--- src/design/core_config_pkg.sv ---
`default_nettype none

package core_config_pkg;

    // ~~~~~~~~~~~~~~~~~~~~~~~~~~~~~~~~~~~~~~~~~~~~~~~~~~
    // widths and data types
    // ~~~~~~~~~~~~~~~~~~~~~~~~~~~~~~~~~~~~~~~~~~~~~~~~~~
    localparam int XLEN       = 32;
    localparam int CSR_ADDR_W = 12;

    typedef logic [XLEN-1:0]       xlen_t;      // register data
    typedef logic [CSR_ADDR_W-1:0] csr_addr_t;  // csr address
    typedef logic [2*XLEN-1:0]     count_t;     // 64-bit event counter

    localparam int N_STORE  = 8;                // machine registers with storage
    localparam int STORE_W  = $clog2(N_STORE);
    localparam int N_CSR    = 24;               // every index, r_NONE included

    // event slots inside perf_counters
    localparam int N_EVENTS = 5;
    localparam int EV_CYCLE = 0;
    localparam int EV_INSTR = 1;
    localparam int EV_FLUSH = 2;
    localparam int EV_WAIT  = 3;
    localparam int EV_DECOD = 4;

    // ~~~~~~~~~~~~~~~~~~~~~~~~~~~~~~~~~~~~~~~~~~~~~~~~~~
    // register indices
    // ~~~~~~~~~~~~~~~~~~~~~~~~~~~~~~~~~~~~~~~~~~~~~~~~~~
    typedef enum logic [4:0] {
        r_MSTATUS, r_MIE, r_MTVEC, r_MSCRATCH, r_MEPC, r_MCAUSE, r_MTVAL, r_MIP,
        r_CYCLE, r_INSTR, r_FLUSH, r_WAIT, r_DECOD,
        r_CYCLEH, r_INSTRH, r_FLUSHH, r_WAITH, r_DECODH,
        r_MISA, r_MVENDORID, r_MARCHID, r_MIMPID, r_MHARTID, r_NONE
    } csr_t;

    // ~~~~~~~~~~~~~~~~~~~~~~~~~~~~~~~~~~~~~~~~~~~~~~~~~~
    // address map
    // ~~~~~~~~~~~~~~~~~~~~~~~~~~~~~~~~~~~~~~~~~~~~~~~~~~
    localparam csr_addr_t ADDR_MSTATUS   = 12'h300;
    localparam csr_addr_t ADDR_MIE       = 12'h304;
    localparam csr_addr_t ADDR_MTVEC     = 12'h305;
    localparam csr_addr_t ADDR_MSCRATCH  = 12'h340;
    localparam csr_addr_t ADDR_MEPC      = 12'h341;
    localparam csr_addr_t ADDR_MCAUSE    = 12'h342;
    localparam csr_addr_t ADDR_MTVAL     = 12'h343;
    localparam csr_addr_t ADDR_MIP       = 12'h344;

    localparam csr_addr_t ADDR_CYCLE     = 12'hB00;  // 0xB01 (time) is not mapped
    localparam csr_addr_t ADDR_INSTR     = 12'hB02;
    localparam csr_addr_t ADDR_FLUSH     = 12'hB03;
    localparam csr_addr_t ADDR_WAIT      = 12'hB04;
    localparam csr_addr_t ADDR_DECOD     = 12'hB05;
    localparam csr_addr_t ADDR_CYCLEH    = 12'hB80;
    localparam csr_addr_t ADDR_INSTRH    = 12'hB82;
    localparam csr_addr_t ADDR_FLUSHH    = 12'hB83;
    localparam csr_addr_t ADDR_WAITH     = 12'hB84;
    localparam csr_addr_t ADDR_DECODH    = 12'hB85;

    localparam csr_addr_t ADDR_MISA      = 12'hF10;
    localparam csr_addr_t ADDR_MVENDORID = 12'hF11;
    localparam csr_addr_t ADDR_MARCHID   = 12'hF12;
    localparam csr_addr_t ADDR_MIMPID    = 12'hF13;
    localparam csr_addr_t ADDR_MHARTID   = 12'hF14;

    // write masks, one per index in enum order
    localparam xlen_t CSR_WMASK [N_CSR] = '{
        32'h0000_1888, 32'h0000_0888, 32'hFFFF_FFFC, 32'hFFFF_FFFF,  // mstatus .. mscratch
        32'hFFFF_FFFC, 32'hFFFF_FFFF, 32'hFFFF_FFFF, 32'h0000_0888,  // mepc .. mip
        32'h0, 32'h0, 32'h0, 32'h0, 32'h0,                           // counter low words
        32'h0, 32'h0, 32'h0, 32'h0, 32'h0,                           // counter high words
        32'h0, 32'h0, 32'h0, 32'h0, 32'h0,                           // identification
        32'h0                                                        // r_NONE
    };

endpackage

`default_nettype wire

--- src/design/perf_counters.sv ---
`default_nettype none
`timescale 1ns/10ps

module perf_counters
    import core_config_pkg::*;
(
    input  logic  clk,
    input  logic  rst_n,

    input  logic  retire,   // one instruction retired
    input  logic  flush,    // pipeline flushed
    input  logic  stall,    // pipeline waiting
    input  logic  decode,   // one instruction decoded

    output xlen_t cycle_l,
    output xlen_t cycle_h,
    output xlen_t instr_l,
    output xlen_t instr_h,
    output xlen_t flush_l,
    output xlen_t flush_h,
    output xlen_t wait_l,
    output xlen_t wait_h,
    output xlen_t decod_l,
    output xlen_t decod_h
);

    // ~~~~~~~~~~~~~~~~~~~~~~~~~~~~~~~~~~~~~~~~~~~~~~~~~~
    // event vector
    // ~~~~~~~~~~~~~~~~~~~~~~~~~~~~~~~~~~~~~~~~~~~~~~~~~~
    logic [N_EVENTS-1:0] ev;                // increment request per counter
    count_t              cnt [N_EVENTS];    // the counters themselves

    always_comb begin
        ev           = '0;
        ev[EV_CYCLE] = 1'b1;                // cycle counter runs on every edge
        ev[EV_INSTR] = retire;
        ev[EV_FLUSH] = flush;
        ev[EV_WAIT]  = stall;
        ev[EV_DECOD] = decode;
    end

    // ~~~~~~~~~~~~~~~~~~~~~~~~~~~~~~~~~~~~~~~~~~~~~~~~~~
    // counting
    // ~~~~~~~~~~~~~~~~~~~~~~~~~~~~~~~~~~~~~~~~~~~~~~~~~~
    always_ff @(posedge clk) begin
        for (int i = 0; i < N_EVENTS; i++) begin
            if (!rst_n) begin
                cnt[i] <= '0;
            end else if (ev[i]) begin
                cnt[i] <= cnt[i] + count_t'(1);  // 64 bits, wrap is not a concern
            end
        end
    end

    // ~~~~~~~~~~~~~~~~~~~~~~~~~~~~~~~~~~~~~~~~~~~~~~~~~~
    // split into csr words
    // ~~~~~~~~~~~~~~~~~~~~~~~~~~~~~~~~~~~~~~~~~~~~~~~~~~
    // The csr block reads low and high halves at separate addresses, so a
    // software read of both halves may see a carry between the two reads
    assign cycle_l = cnt[EV_CYCLE][XLEN-1:0];
    assign cycle_h = cnt[EV_CYCLE][2*XLEN-1:XLEN];

    assign instr_l = cnt[EV_INSTR][XLEN-1:0];
    assign instr_h = cnt[EV_INSTR][2*XLEN-1:XLEN];

    assign flush_l = cnt[EV_FLUSH][XLEN-1:0];
    assign flush_h = cnt[EV_FLUSH][2*XLEN-1:XLEN];

    assign wait_l  = cnt[EV_WAIT][XLEN-1:0];
    assign wait_h  = cnt[EV_WAIT][2*XLEN-1:XLEN];

    assign decod_l = cnt[EV_DECOD][XLEN-1:0];
    assign decod_h = cnt[EV_DECOD][2*XLEN-1:XLEN];

endmodule

`default_nettype wire

--- src/design/csr.sv ---
`default_nettype none
`timescale 1ns/10ps

module csr
    import core_config_pkg::*;
(
    input  logic      clk,
    input  logic      rst_n,

    input  logic      we,       // write strobe
    input  csr_addr_t wa,
    input  xlen_t     wd,

    input  csr_addr_t ra,
    output xlen_t     rd,       // registered read data
    output logic      err,      // unmapped access

    input  xlen_t     cycle_l,
    input  xlen_t     cycle_h,
    input  xlen_t     instr_l,
    input  xlen_t     instr_h,
    input  xlen_t     flush_l,
    input  xlen_t     flush_h,
    input  xlen_t     wait_l,
    input  xlen_t     wait_h,
    input  xlen_t     decod_l,
    input  xlen_t     decod_h
);

    // ~~~~~~~~~~~~~~~~~~~~~~~~~~~~~~~~~~~~~~~~~~~~~~~~~~
    // helpers
    // ~~~~~~~~~~~~~~~~~~~~~~~~~~~~~~~~~~~~~~~~~~~~~~~~~~
    function automatic csr_t csr_index(input csr_addr_t addr);
        csr_t idx;
        case (addr)
            ADDR_MSTATUS:   idx = r_MSTATUS;
            ADDR_MIE:       idx = r_MIE;
            ADDR_MTVEC:     idx = r_MTVEC;
            ADDR_MSCRATCH:  idx = r_MSCRATCH;
            ADDR_MEPC:      idx = r_MEPC;
            ADDR_MCAUSE:    idx = r_MCAUSE;
            ADDR_MTVAL:     idx = r_MTVAL;
            ADDR_MIP:       idx = r_MIP;
            ADDR_CYCLE:     idx = r_CYCLE;
            ADDR_INSTR:     idx = r_INSTR;
            ADDR_FLUSH:     idx = r_FLUSH;
            ADDR_WAIT:      idx = r_WAIT;
            ADDR_DECOD:     idx = r_DECOD;
            ADDR_CYCLEH:    idx = r_CYCLEH;
            ADDR_INSTRH:    idx = r_INSTRH;
            ADDR_FLUSHH:    idx = r_FLUSHH;
            ADDR_WAITH:     idx = r_WAITH;
            ADDR_DECODH:    idx = r_DECODH;
            ADDR_MISA:      idx = r_MISA;
            ADDR_MVENDORID: idx = r_MVENDORID;
            ADDR_MARCHID:   idx = r_MARCHID;
            ADDR_MIMPID:    idx = r_MIMPID;
            ADDR_MHARTID:   idx = r_MHARTID;
            default:        idx = r_NONE;
        endcase
        return idx;
    endfunction

    // masked merge, new bits under the mask and old bits elsewhere
    function automatic xlen_t update_bits(input xlen_t old_val, input xlen_t mask,
                                          input xlen_t data);
        return (data & mask) | (old_val & ~mask);
    endfunction

    // ~~~~~~~~~~~~~~~~~~~~~~~~~~~~~~~~~~~~~~~~~~~~~~~~~~
    // decode
    // ~~~~~~~~~~~~~~~~~~~~~~~~~~~~~~~~~~~~~~~~~~~~~~~~~~
    xlen_t  csrs [N_STORE];     // machine registers
    csr_t   wid;
    csr_t   rid;
    csr_t   r_wid;              // index captured with the strobe
    xlen_t  r_wd;               // data captured with the strobe
    xlen_t  r_old;              // register value at capture time
    logic   write_state;        // set between capture and commit
    logic   wr_accept;
    xlen_t  rd_next;

    always_comb begin
        wid       = csr_index(wa);
        rid       = csr_index(ra);
        err       = (rid == r_NONE) || (we && wid == r_NONE);
        wr_accept = we && (wid != r_NONE) && !write_state;  // busy strobes are dropped
    end

    // ~~~~~~~~~~~~~~~~~~~~~~~~~~~~~~~~~~~~~~~~~~~~~~~~~~
    // write path, capture then commit
    // ~~~~~~~~~~~~~~~~~~~~~~~~~~~~~~~~~~~~~~~~~~~~~~~~~~
    always_ff @(posedge clk) begin
        if (wr_accept) begin
            r_wid <= wid;
            r_wd  <= wd;
            // counter and id indices have no storage, their old value is moot
            r_old <= (int'(wid) < N_STORE) ? csrs[wid[STORE_W-1:0]] : '0;
        end
    end

    always_ff @(posedge clk) begin
        if (!rst_n) begin
            write_state <= 1'b0;
            for (int i = 0; i < N_STORE; i++) begin
                csrs[i] <= '0;
            end
        end else if (write_state) begin
            if (int'(r_wid) < N_STORE) begin
                csrs[r_wid[STORE_W-1:0]] <= update_bits(r_old, CSR_WMASK[r_wid], r_wd);
            end
            write_state <= 1'b0;
        end else if (wr_accept) begin
            write_state <= 1'b1;
        end
    end

    // ~~~~~~~~~~~~~~~~~~~~~~~~~~~~~~~~~~~~~~~~~~~~~~~~~~
    // read path
    // ~~~~~~~~~~~~~~~~~~~~~~~~~~~~~~~~~~~~~~~~~~~~~~~~~~
    always_comb begin
        case (rid)
            r_CYCLE:  rd_next = cycle_l;
            r_CYCLEH: rd_next = cycle_h;
            r_INSTR:  rd_next = instr_l;
            r_INSTRH: rd_next = instr_h;
            r_FLUSH:  rd_next = flush_l;
            r_FLUSHH: rd_next = flush_h;
            r_WAIT:   rd_next = wait_l;
            r_WAITH:  rd_next = wait_h;
            r_DECOD:  rd_next = decod_l;
            r_DECODH: rd_next = decod_h;
            r_MISA, r_MVENDORID, r_MARCHID, r_MIMPID, r_MHARTID: begin
                rd_next = '0;   // identification reads as zero
            end
            default: begin
                rd_next = csrs[rid[STORE_W-1:0]];  // machine registers, r_NONE is never loaded
            end
        endcase
    end

    always_ff @(posedge clk) begin
        if (!rst_n) begin
            rd <= '0;
        end else if (rid != r_NONE) begin
            rd <= rd_next;  // unmapped ra keeps the last value
        end
    end

endmodule

`default_nettype wire

--- src/design/csr_unit.sv ---
`default_nettype none
`timescale 1ns/10ps

module csr_unit
    import core_config_pkg::*;
(
    input  logic      clk,
    input  logic      rst_n,

    input  logic      we,
    input  csr_addr_t wa,
    input  xlen_t     wd,
    input  csr_addr_t ra,
    output xlen_t     rd,
    output logic      err,

    input  logic      retire,   // core event pulses
    input  logic      flush,
    input  logic      stall,
    input  logic      decode
);

    // counter words between the two blocks
    xlen_t cycle_l, cycle_h;
    xlen_t instr_l, instr_h;
    xlen_t flush_l, flush_h;
    xlen_t wait_l,  wait_h;
    xlen_t decod_l, decod_h;

    perf_counters counters (
        .clk     (clk),
        .rst_n   (rst_n),
        .retire  (retire),
        .flush   (flush),
        .stall   (stall),
        .decode  (decode),
        .cycle_l (cycle_l),
        .cycle_h (cycle_h),
        .instr_l (instr_l),
        .instr_h (instr_h),
        .flush_l (flush_l),
        .flush_h (flush_h),
        .wait_l  (wait_l),
        .wait_h  (wait_h),
        .decod_l (decod_l),
        .decod_h (decod_h)
    );

    csr regs (
        .clk     (clk),
        .rst_n   (rst_n),
        .we      (we),
        .wa      (wa),
        .wd      (wd),
        .ra      (ra),
        .rd      (rd),
        .err     (err),
        .cycle_l (cycle_l),
        .cycle_h (cycle_h),
        .instr_l (instr_l),
        .instr_h (instr_h),
        .flush_l (flush_l),
        .flush_h (flush_h),
        .wait_l  (wait_l),
        .wait_h  (wait_h),
        .decod_l (decod_l),
        .decod_h (decod_h)
    );

endmodule

`default_nettype wire

--- config.mk ---
export PLATFORM = sky130hd
export DESIGN_NAME = csr_unit
export DESIGN_NICKNAME = d
export VERILOG_FILES = /design/src/design/core_config_pkg.sv /design/src/design/perf_counters.sv /design/src/design/csr.sv /design/src/design/csr_unit.sv
export SDC_FILE = /design/constraint.sdc
export NUM_CORES = 1
export LEC_CHECK = 0
export ABC_AREA = 1
export CAP_MARGIN = 20
export CORE_MARGIN = 3
export CORE_UTILIZATION = 30
export CTS_CLUSTER_DIAMETER = 30
export DETAILED_ROUTE_END_ITERATION = 10
export DONT_BUFFER_PORTS = 1
export PLACE_DENSITY = 0.46
export REMOVE_ABC_BUFFERS = 1
export SETUP_SLACK_MARGIN = 0.3
export SLEW_MARGIN = 0
export SYNTH_ARGS = -nofsm -noshare
export SYNTH_HDL_FRONTEND = slang
export SYNTH_SLANG_ARGS = --single-unit
--- constraint.sdc ---
create_clock -name clk -period 4.1 [get_ports clk]
set_input_delay 0.41 -clock clk [delete_from_list [all_inputs] [get_ports clk]]
set_output_delay 0.41 -clock clk [all_outputs]
set_load 0.005 [all_outputs]
======== Yosys cells after proc, flatten, opt, wreduce, memory -nomap -nowiden ========
Memories as Yosys holds them, arrays and structs flattened. A register that Yosys moved wholly into a read port is not among the register bits.
Index checks and enable logic that the tools add are counted.
word-level totals
  word-level logic and storage cells ...... 133
  memories ................................ 3
  bits in registers ....................... 70
  output and inout port bits .............. 33
  bits of input ports ..................... 63
  memory bits (writable) .................. 576
  memory bits (read-only) ................. 1024
operators by class
  equal/unequal tests ..................... 65
  multiplexer cells ....................... 33
  order comparisons ....................... 3
  bitwise operators ....................... 11
  add/sub/neg operators ................... 5
  reduce and logical (&&, ||, !) cells .... 9
memories
  name             depth  bits a word  read ports  clocked after Yosys merged registers in  write ports  RTL line             RTL
  (no name shown)  32     32           1           0                                        0            csr.sv:110           csrs[r_wid[STORE_W-1:0]] <= update_bits(r_old, CSR_WMASK[r_wid], r_wd);
  counters.cnt     5      64           5           0                                        5            perf_counters.sv:31  count_t cnt [N_EVENTS];
  regs.csrs        8      32           2           1                                        8            csr.sv:73            xlen_t csrs [N_STORE];
operators with widths
  operator                 count
  $eq A12 B12 Y1 const B   30
  $pmux W32 S11            1
  $add A64 B1 Y64 const B  5
  $mux W64                 5
  $pmux W5 S23             2
  $eq A12 B10 Y1 const B   16
  $mux W32                 3
  $and A32 B32 Y32         2
  $eq A5 B5 Y1 const B     9
  $eq A5 B4 Y1 const B     8
  $not A32 Y32             1
  $or A32 B32 Y32          1
  $reduce_or A32 Y1        1
  $mux W1                  21
  $lt A5 B4 Y1 const B     2
  $ne A5 B5 Y1 const B     2
  $ge A6 B6 Y1 const B     1
  $not A5 Y6               1
  $or A1 B1 Y1             5
  $reduce_or A5 Y1         1
  $logic_and A1 B1 Y1      3
  $mux W3                  1
  $logic_not A1 Y1         2
  $reduce_or A2 Y1         1
  2 further kinds          2

======== Longest topological paths before layout ========
  depth after elaboration ................. 8
  depth in mapped cells ................... 20
  mapped depth without buffers ............ 19

======== Modules after synthesis ========
A second synthesis with hierarchy kept.
unflattened totals
  cell total of the unflattened synthesis .. 6013
  area total of the unflattened synthesis .. 42997.5 sq um
by module, submodules not included
  module         seq. area each (sq um)  cells an instance  area an instance (sq um)  instances
  csr            10420.0                 2837               21728.3                   1
  perf_counters  8968.6                  3176               21269.1                   1

======== Worst setup path after synthesis ========
Ideal clock, no wire load.
  path type ............................... input to register
  start ................................... input port wa[9]
  end ..................................... register regs.r_old[0], read port of regs.csrs (enable)
  data arrival time ....................... 3.204 ns
  path buffers ............................ 3
  stages .................................. 13
  path slack .............................. 0.473 ns
  setup time .............................. 0.423 ns
  cell sequence ........................... nand2_1 > inv_1 > nand3_1 > nor2_1 > nand2_1 > clkinv_1 > a21oi_1 > nand3_1 > buf_2 > buf_2 > buf_2 > nand3_1 > inv_1
on the way
  word-level cells in the longest chain between the ends .. 5
  elaborated cells between the ends (all ways) .. 29
RTL lines
  what                                              RTL line        RTL
  start, declared                                   csr_unit.sv:11  input csr_addr_t wa,
  $eq A12 B12 Y1 or $eq A12 B10 Y1 (tied branches)  csr.sv:35       case (addr)
  $pmux W5 S23 *                                    csr.sv:35
  $ne A5 B5 Y1 *                                    csr.sv:87       wr_accept = we && (wid != r_NONE) && !write_state;
  $logic_and A1 B1 Y1 * (2 in series)               csr.sv:87
  via regs.wr_accept                                csr.sv:80       logic wr_accept;
  end, declared                                     csr.sv:78       xlen_t r_old;
The timed path passes the listed nets; every way through them passes the cells marked *.
A chain may end at the register's enable or synchronous reset.

==> qor.yml <==
pwr:
  leakagePower_nw: 19.34
  p_per_area_nw_per_um2: 481.5
  power_frac_comb: 0.035
  pwr-share-seq: 0.334
  power.switching_mw: 5.659
  ir_drop_mv: 0.3528
  p_clk_frac: 0.631
  p_int_mw: 18.34
  switching_share: 0.2358
sta:
  setup_viol: 0
  finalSetupTns_ns: 0
  slew_viol_final: 0
  period_share: 0.8146
  rsz0062_at_grt: "false"
  finClkSkew_ns: 0.04003
  tightest_slew_ns: 1.094
  min_period_ns: 3.340
  max_slew_margin: 0.2702
  hold_violations: 0
  timing.fmax_ghz: 0.2994
cells_and_area:
  num-nets-final: 5430
  regArea_sq_um: 19390
  fill_cells: 13880
  synthToLayoutAreaGrowth_pct: 22.98
  multi_input_area_sq_um: 17550
  instances_no_fill: 7307
  drive_above_1_share: 0.09319
clock_network:
  numCtsBuffers: 204
  cts_root_buffer: "clkbuf_16"
  clock_path_buffers: 3
  post_cts_buffers: 0
  h-tree-depth: 4
  clock_latency_ns: 0.82
  cts_num_sinks: 678
  cts_hold_buf: 37
  cts_tree: "done"
  cts_resized: 0
  clk_pin_slew_worst_paths_ns: 0.04
run:
  drv_cap: 0
place:
  dpl.cell_count: 6884
  routabilityCongestion: 0.9309
  io_buffers: 0
  dpl.hpwl_um: 111100
routing:
  drt_first_pass_iters: 6
  drt-initial-drc-count: 3725
  drc: 0
  vias: 37960
  wirelength_um: 165000
  viasPerCell: 5.195
  wl_per_cell_um: 22.57
  antenna_left: 0
synthesis:
  ys_seq_elements: 678
  yosys-top-cells-count: "nor2_1, nand2_1, inv_1"
  synth_edf_count: 581
  synth_top_area_frac: 0.4305
  netlist_area_sq_um: 40530
  async_flop_share: 0
  synth_ff_type: "edfxtp_1"
  synth_area_per_cell_sq_um: 7.725
  yosysMostFrequentCell: "nor2_1"
  ys_types: 57
  syn_inst: 5246
  yosysSeqAreaShare: 0.4784
  yosysTopAreaCell: "edfxtp_1"
  synthTopCellsByArea: "edfxtp_1, nor2_1, nand2_1"
  yosysWarnings: 0
setup_path:
  r2r_cells: 10
  cp-start-kind: "register"
  crit_type: "reg -> reg"
  required_ns: 4.62
  arrival_ns: 3.86
  crit_fanout: 5
  end_kind: "register"
grt:
  grt_pass1_vias: 36560
  grt_max_degree: 106
  grt_antenna_before_repair: 3
  grt_usage: 0.2303
  grt.overflow.total: 0
  grt_pass1_wl_um: 242500
die:
  rows: 134
  dieArea_sq_um: 139500
  coreArea_sq_um: 133800
  start_util: 0.3029
  die_h_um: 373.5
  io_pins: 96
  die_w_um: 373.5
hold_path:
  min_path_type: "in -> reg"
  holdPathStages: 1
status:
  status: "finished clean"
==> power by group through the flow <==
stage               Combinational [mW]  Clock, mW  Sequential [mW]
floorplan                        0.512          0             8.03
global placement                 0.782          0             8.13
detailed placement               0.792          0             8.13
CTS                              0.844       15.3             8.02
global route                     0.935       15.8             8.05
finish                           0.843       15.1             8.02
==> per-stage QoR <==
step	hold slack, ns	worst slack [ns]	utilization	instance area [sq um]	power [mW]
3_3_place_gp	0.4321	0.7564	0.3190	42680	8.910
5_1_grt	0.003798	0.5456	0.3725	49830	24.73
6_report	0.03918	0.7601	0.3725	49840	24.00
2_1_floorplan	0.4173	-2.000	-	39530	8.538
4_1_cts	0.01682	0.7695	0.3725	49830	24.19
3_5_place_dp	0.4532	0.7341	0.3196	42760	8.919
==> state kept, by name, summed over array words and instances (netlist names) <==
signal / cells
counters.cnt: 320
regs.csrs: 256
regs.r_old: 32
regs.r_wd: 32
regs.rd: 32
regs.r_wid: 5
regs.write_state: 1
==> worst paths after layout <==
kind	startpoint	to	slack, ns
setup reg to reg	counters.cnt[2][0]	counters.cnt[2][55]	0.76
hold reg to reg	counters.cnt[0][0]	counters.cnt[0][0]	0.46
hold / removal	rst_n	regs.csrs[3][0]	0.04
setup / recovery	counters.cnt[2][0]	counters.cnt[2][55]	0.76
==> cell families (layout without fill, tap and decap cells) <==
group / after synthesis / count (layout) / synth area share
compound gates: 629 / 629 / 0.08796
xor+xnor: 57 / 57 / 0.01232
fa+ha+maj: 8 / 8 / 0.002470
buf+inv: 931 / 1222 / 0.09025
flops: 678 / 678 / 0.4784
mux: 32 / 32 / 0.007904
other cells: 0 / 2 / 0
simple gates: 2911 / 2911 / 0.3207
==> layout by cell type (no fill, tap or decap), drive strengths merged, types with 2 or more instances in the layout <==
master         n
o211ai         2
nor4          59
o22ai         65
nand2        891
bufinv        14
edfxtp       581
or2            5
clkinvlp       7
o21ai        210
dfxtp         97
inv          713
xnor2         13
a31oi         16
a211oi         8
dlygate4sd3   36
o21ba          3
a221oi        23
xor2          44
o31ai          4
nor3         241
a211o         20
nor2         991
nor3b         25
clkinv        85
mux2i         32
buf           92
diode          2
ha             8
clkbuf       275
nand4        156
a21oi        249
o21a          17
nand3        466
and3          10
o211a          5
nand3b        66
==> worst max-delay path, cell delays in order, from the launching register on <==
cell and delay, ns:
edfxtp_1 0.41, nand3_1 0.20, inv_1 0.09, nand2_1 0.14, nor4_1 0.45, nand4_1 0.33, nor4_1 0.63, nand3_1 0.37
nor2_1 0.22, xor2_1 0.16, nor2_1 0.05
==> layer usage <==
layer	up-vias	part of all wire	track usage
li1	18020	-	-
met1	18260	0.44	0.3129
met2	1420	0.46	0.3664
met3	263	0.072	0.04476
met4	0	0.028	0.07820
met5	-	0	0
==> final cells by class <==
type                    instances  area share
diodes                          2   0.0001004
clock buffers                 275      0.1122
clock inverters               109     0.02192
inverters                     710     0.05353
multi-input cells            3637      0.3522
flip-flops and latches        678      0.3890
well taps                    1768     0.04439
repair buffers                128     0.02656
(Power assumes the default switching activity.)
